[src/mem_tile_config.svh]
// Memory tile configuration
// Sizes of the banked SRAM: lane columns, macro rows per column,
// lane data width, words per macro and the byte address width

`ifndef MEM_TILE_CONFIG_SVH
`define MEM_TILE_CONFIG_SVH

//////////////////////////////////////////////////////////////////////
// Data word layout
//////////////////////////////////////////////////////////////////////

// Lane columns that make up one data word
`define MEM_NUM_LANES 2

// Data bits carried by one lane
`define MEM_LANE_WIDTH 32

//////////////////////////////////////////////////////////////////////
// Storage depth
//////////////////////////////////////////////////////////////////////

// SRAM macros stacked in each lane column
`define MEM_NUM_ROWS 4

// Words held by a single macro
`define MEM_ROW_WORDS 64

// Byte address seen by the requester
`define MEM_ADDR_WIDTH 16

`endif
[src/mem_tile_pkg.sv]
// Memory tile package
// Widths derived from the configuration and the two views of the
// requester byte address

`default_nettype none

`include "mem_tile_config.svh"

package mem_tile_pkg;

  localparam int unsigned word_width     = `MEM_NUM_LANES * `MEM_LANE_WIDTH;
  localparam int unsigned offset_width   = $clog2(word_width / 8);
  localparam int unsigned row_addr_width = $clog2(`MEM_ROW_WORDS);
  localparam int unsigned sel_width      = $clog2(`MEM_NUM_ROWS);
  localparam int unsigned lane_be_width  = `MEM_LANE_WIDTH / 8;

  // Bits above the decoded range, zero for any address inside the memory
  localparam int unsigned high_width =
      `MEM_ADDR_WIDTH - sel_width - row_addr_width - offset_width;

  typedef struct packed {
    logic [high_width-1:0]     high;
    logic [sel_width-1:0]      macro_sel;
    logic [row_addr_width-1:0] row_addr;
    logic [offset_width-1:0]   offset;
  } mem_addr_fields_t;

  // Flat view for the range check, field view for bank decode
  typedef union packed {
    logic [`MEM_ADDR_WIDTH-1:0] flat;
    mem_addr_fields_t           fields;
  } mem_addr_u;

endpackage

`default_nettype wire

[src/mem_rsp_merge.sv]
// Response merger
// Joins the lane read data into one word and registers the response,
// with its valid and error flags, one cycle after the lane data

`timescale 1ns/1ps
`default_nettype none

`include "mem_tile_config.svh"

module mem_rsp_merge (
  input  wire logic                                clk_i,
  input  wire logic                                arst_n_i,
  input  wire logic                                rd_acc_i,
  input  wire logic                                rd_err_i,
  input  wire logic [`MEM_LANE_WIDTH-1:0]          lane_rdata_i [`MEM_NUM_LANES],
  output logic                                     rvalid_o,
  output logic      [mem_tile_pkg::word_width-1:0] rdata_o,
  output logic                                     err_o
);

  logic [mem_tile_pkg::word_width-1:0] joined_rdata;
  logic                                rd_acc_q;
  logic                                rd_err_q;

  for (genvar l = 0; l < `MEM_NUM_LANES; l++) begin : gen_join
    assign joined_rdata[l*`MEM_LANE_WIDTH +: `MEM_LANE_WIDTH] = lane_rdata_i[l];
  end

  // Flags wait one stage for the macro output register
  always_ff @(posedge clk_i or negedge arst_n_i) begin
    if (!arst_n_i) begin
      rd_acc_q <= 1'b0;
      rd_err_q <= 1'b0;
    end else begin
      rd_acc_q <= rd_acc_i;
      rd_err_q <= rd_err_i;
    end
  end

  //////////////////////////////////////////////////////////////////////
  // Response cut
  //////////////////////////////////////////////////////////////////////

  always_ff @(posedge clk_i or negedge arst_n_i) begin
    if (!arst_n_i) begin
      rvalid_o <= 1'b0;
      err_o    <= 1'b0;
      rdata_o  <= '0;
    end else begin
      rvalid_o <= rd_acc_q || rd_err_q;
      err_o    <= rd_err_q;
      if (rd_acc_q) begin
        rdata_o <= joined_rdata;
      end else if (rd_err_q) begin
        // error responses carry no data
        rdata_o <= '0;
      end
    end
  end

endmodule

`default_nettype wire

[config.mk]
export PLATFORM = sky130hd
export DESIGN_NAME = mem_rsp_merge
export DESIGN_NICKNAME = d
export VERILOG_FILES = /design/src/mem_tile_pkg.sv /design/src/mem_rsp_merge.sv
export VERILOG_INCLUDE_DIRS = /design/src
export SDC_FILE = /design/constraint.sdc
export NUM_CORES = 1
export LEC_CHECK = 0
export BUFFER_PORTS_ARGS = -buffer_cell sky130_fd_sc_hd__buf_2
export CAP_MARGIN = 20
export CORE_ASPECT_RATIO = 1.25
export CORE_MARGIN = 2
export CORE_UTILIZATION = 35
export CTS_CLUSTER_SIZE = 10
export DETAILED_ROUTE_END_ITERATION = 6
export HOLD_SLACK_MARGIN = 0.12
export MAX_ROUTING_LAYER = met4
export PLACE_DENSITY = 0.66
export SLEW_MARGIN = 20
export SYNTH_ARGS = -nofsm -noshare
export SYNTH_HDL_FRONTEND = slang
export SYNTH_SLANG_ARGS = --single-unit
[constraint.sdc]
create_clock -name clk_i -period 1.6 [get_ports clk_i]
set_input_delay 0.32 -clock clk_i [delete_from_list [all_inputs] [get_ports clk_i]]
set_output_delay 0.32 -clock clk_i [all_outputs]
set_load 0.05 [all_outputs]
---- Yosys cells after proc, flatten, opt, wreduce, memory -nomap -nowiden ----
Cells that the tools add are included.
W data, S select, Z words.
word-level totals
  register bits after elaboration ......... 68
  input port bits ......................... 68
  output and inout port bits .............. 66
  logic and storage cells ................. 9
operators by class
  multiplexer cells ....................... 2
  reduce and logical (&&, ||, !) cells .... 2
operators by type and width
  cell                count
  $mux W64            2
  $reduce_bool A2 Y1  1
  $logic_or A1 B1 Y1  1

---- Logic depth before layout (Yosys ltp) ----
  word-level depth ........................ 2
  depth in mapped cells ................... 4
  depth with buffers taken out ............ 2

---- Least setup slack after synthesis ----
Ideal clock, no wire load.
  kind .................................... reg-to-reg
  start point ............................. register rd_acc_q
  end point ............................... register rdata_o[0] (netlist bit)
  arrival ................................. 863 ps
  data required time ...................... 1479 ps
  setup slack ............................. 616 ps
  stages on the path, launching flop included .. 4
  buffers on the path ..................... 2
  cell sequence ........................... dfrtp_1 buf_2 buf_2 a22o_1
on the way
  word-level cells in the longest chain between the ends .. 1
  elaborated cells on any way between the ends .. 2
RTL lines
  item                                            RTL line             text
  start: declaration                              mem_rsp_merge.sv:22  logic rd_acc_q;
  start signal: assignment                        mem_rsp_merge.sv:35  rd_acc_q <= rd_acc_i;
  $mux W64 or $reduce_bool A2 Y1 (tied branches)  n/a
  end signal: assignment                          mem_rsp_merge.sv:53  rdata_o <= joined_rdata;
  end: declaration                                mem_rsp_merge.sv:17  output logic [mem_tile_pkg::word_width-1:0] rdata_o,
Parallel ways exist; a longest one is shown, timed or not.
A chain may end at the register's enable or synchronous reset.

---- Worst setup path after layout ----
  start point ............................. register rd_acc_q
  end point ............................... register rdata_o[10] (netlist bit)
Same word-level chain as after synthesis.

==> metrics.yaml <==
post_cts_buffers: 0
postLayoutSetupSlackWorst_ns: 0.292
postSynth.asyncResetShare: 1.00
finalSetupTns_ns: 0
cpMaxStageDelayCell: "dfrtp_2"
critical-path-top-delay-family: "flip-flops"
hold_violations: 0
netlist_top_cells_count: "dfrtp_1, a22o_1, buf_2"
critPathKind: "flop to flop"
grt_max_degree: 69
grt_usage: 0.146
leakagePower_nw: 1.78
antenna_found_initial: 0
synth.yosys.seq_area_share: 0.717
arrival_ns: 1.57
fillers: 584
root_buffer: "clkbuf_8"
grt_setup_unrepaired: "false"
seq_area_sq_um: 1700
period_share: 0.818
synth_top_area_share: 0.717
wl_per_cell_um: 14.4
slowest_delay_ns: 0.52
end_kind: "flop"
power_density_nw_per_um2: 1230
first_global_vias: 1709
wl_mm: 5.43
via_per_inst: 4.78
synth_cell_types: 7
synth_area_leader_cell: "dfrtp_1"
ant_nets: 0
cts_max_path_buffers: 2
ios: 134
netlist_instances: 148
synth.most_common_cell: "dfrtp_1"
required_ns: 1.86
final-setup-viol-count: 0
multi_input_area_sq_um: 572
max_freq_mhz: 764
nets: 354
instances_no_fill: 378
synth_edf_count: 0
num_antenna_cells: 0
yosysWarnings: 0
dieArea_sq_um: 7460
grt_pass1_wl_mm: 8.19
power_mw: 4.10
syn_nets: 216
worst_ir_drop_vdd_mv: 0.601
worst_pin_slew_ns: 0.402
syn_area_per_cell_sq_um: 16.0
path_cells: "nor2_4, buf_4, a22o_1"
overflow: 0
ys_seq_elements: 68
fin_crit_ns: 1.31
hold_path_class: "input port to flop"
cts_tree: "built"
die_y_um: 96.1
worstReg2RegStart: "rd_acc_q$_DFF_PN0_"
hold_start: "lane_rdata_i[2]"
start_kind: "flop"
r2r_slack_ns: 0.29
dr.pass1.iters: 4
min_path_cells: 2
maxCapViolations: 0
htree_levels: 3
drive_gt1_frac: 0.533
port_buffers: 133
path_buf_inv: 1
path_max_fanout: 40
fp.dieW_um: 77.7
worstRegToRegCells: 3
r2r_end: "rdata_o[10]$_DFFE_PN0P_"
rows: 33
area_growth_pct: 40.1
cts_num_sinks: 68
synth_area_leaders: "dfrtp_1, a22o_1, buf_6"
place_hpwl_mm: 3.66
fin_hold_ws_ns: 0.213
fin_worst_skew_ns: 0.0108
ys.flop_type: "dfrtp_1"
place_ws_ns: 0.297
slew_violations: 0
drtIter0Drc: 57
synth_area_sq_um: 2370
min_to: "rdata_o[34]$_DFFE_PN0P_"
core_area_sq_um: 6570
place.gp.congestion: 0.677
dp_cells: 359
start_util: 0.362
slew_headroom: 0.732
status: "finished clean"
drc: 0
numCtsBuffers: 9
vias: 1806
clock_latency_ns: 0.33
path_clk_slew_ns: 0.08
## where the power goes
group / total, mW / switching, mW / leakage, nW / internal, mW
Sequential: 1.91 / 0.0703 / 0.852 / 1.84
Clock: 1.34 / 0.618 / 0.0962 / 0.720
Combinational: 0.854 / 0.610 / 0.833 / 0.244
## metal layers
metal,vias up,part of all wire,GRT usage
li1,840,-,-
met1,879,0.45,0.191
met2,78,0.47,0.221
met3,9,0.067,0.0300
met4,0,0.015,0.0670
met5,-,0,-
## cell usage in the layout, fill, tap and decap left out
cell type / instances
dfrtp_1: 67
clkinv_4: 2
clkbuf_1: 1
bufinv_16: 1
clkbuf_8: 9
nor2_4: 1
clkinv_2: 2
clkinvlp_4: 1
a22o_1: 64
buf_4: 4
dlygate4sd3_1: 3
dfrtp_2: 1
buf_2: 133
buf_12: 1
inv_1: 1
## worst register-to-register path: cells and delay by family (launching register included)
family / cells / cell delay, ns
buffers and inverters: 1 / 0.37
AO/OA/AOI/OAI: 1 / 0.21
AND/OR/NAND/NOR: 1 / 0.14
flip-flops: 1 / 0.52
## kinds of logic (layout without fill, tap and decap cells)
group,count (synthesis),in the layout,synth area share
AOI/OAI and AO/OA,64,64,0.236
buffers and inverters,15,158,0.0453
DFF,68,68,0.717
and+or+nand+nor,1,1,0.00158
## through the flow
stage                util  area [sq um]
detailed placement  0.473          3100
global placement    0.473          3100
global route        0.507          3330
floorplan               -          2370
finish              0.507          3330
CTS                 0.507          3330
## sequential cells by signal, summed over array words and instances, names as in the netlist
name and flops:
err_o 1, rd_acc_q 1, rd_err_q 1, rdata_o 64
rvalid_o 1
## final cells by class
cell class              count  share of cell area
clock buffers              10              0.0384
clock inverters             6              0.0196
inverters                   1             0.00113
multi-input cells          65               0.172
flip-flops and latches     68               0.512
well taps                  87              0.0327
repair buffers            141               0.224
## worst max-delay path by stage
stage                                          to  depth (start not counted)  slack [ns]          startpoint
after detailed placement  rdata_o[19]$_DFFE_PN0P_                          3        0.30  rd_acc_q$_DFF_PN0_
after global placement     rdata_o[5]$_DFFE_PN0P_                          3        0.33  rd_acc_q$_DFF_PN0_
after floorplan            rdata_o[0]$_DFFE_PN0P_                          3        0.62  rd_acc_q$_DFF_PN0_
final                     rdata_o[10]$_DFFE_PN0P_                          3        0.29  rd_acc_q$_DFF_PN0_
after CTS                 rdata_o[33]$_DFFE_PN0P_                          3        0.28  rd_acc_q$_DFF_PN0_
after global routing      rdata_o[10]$_DFFE_PN0P_                          3        0.21  rd_acc_q$_DFF_PN0_
## repair_timing
item,in CTS,in global routing
hold buffers,3,0
hold endpoints to repair,70,0
resized for setup,0,0
(Power assumes the default switching activity.)
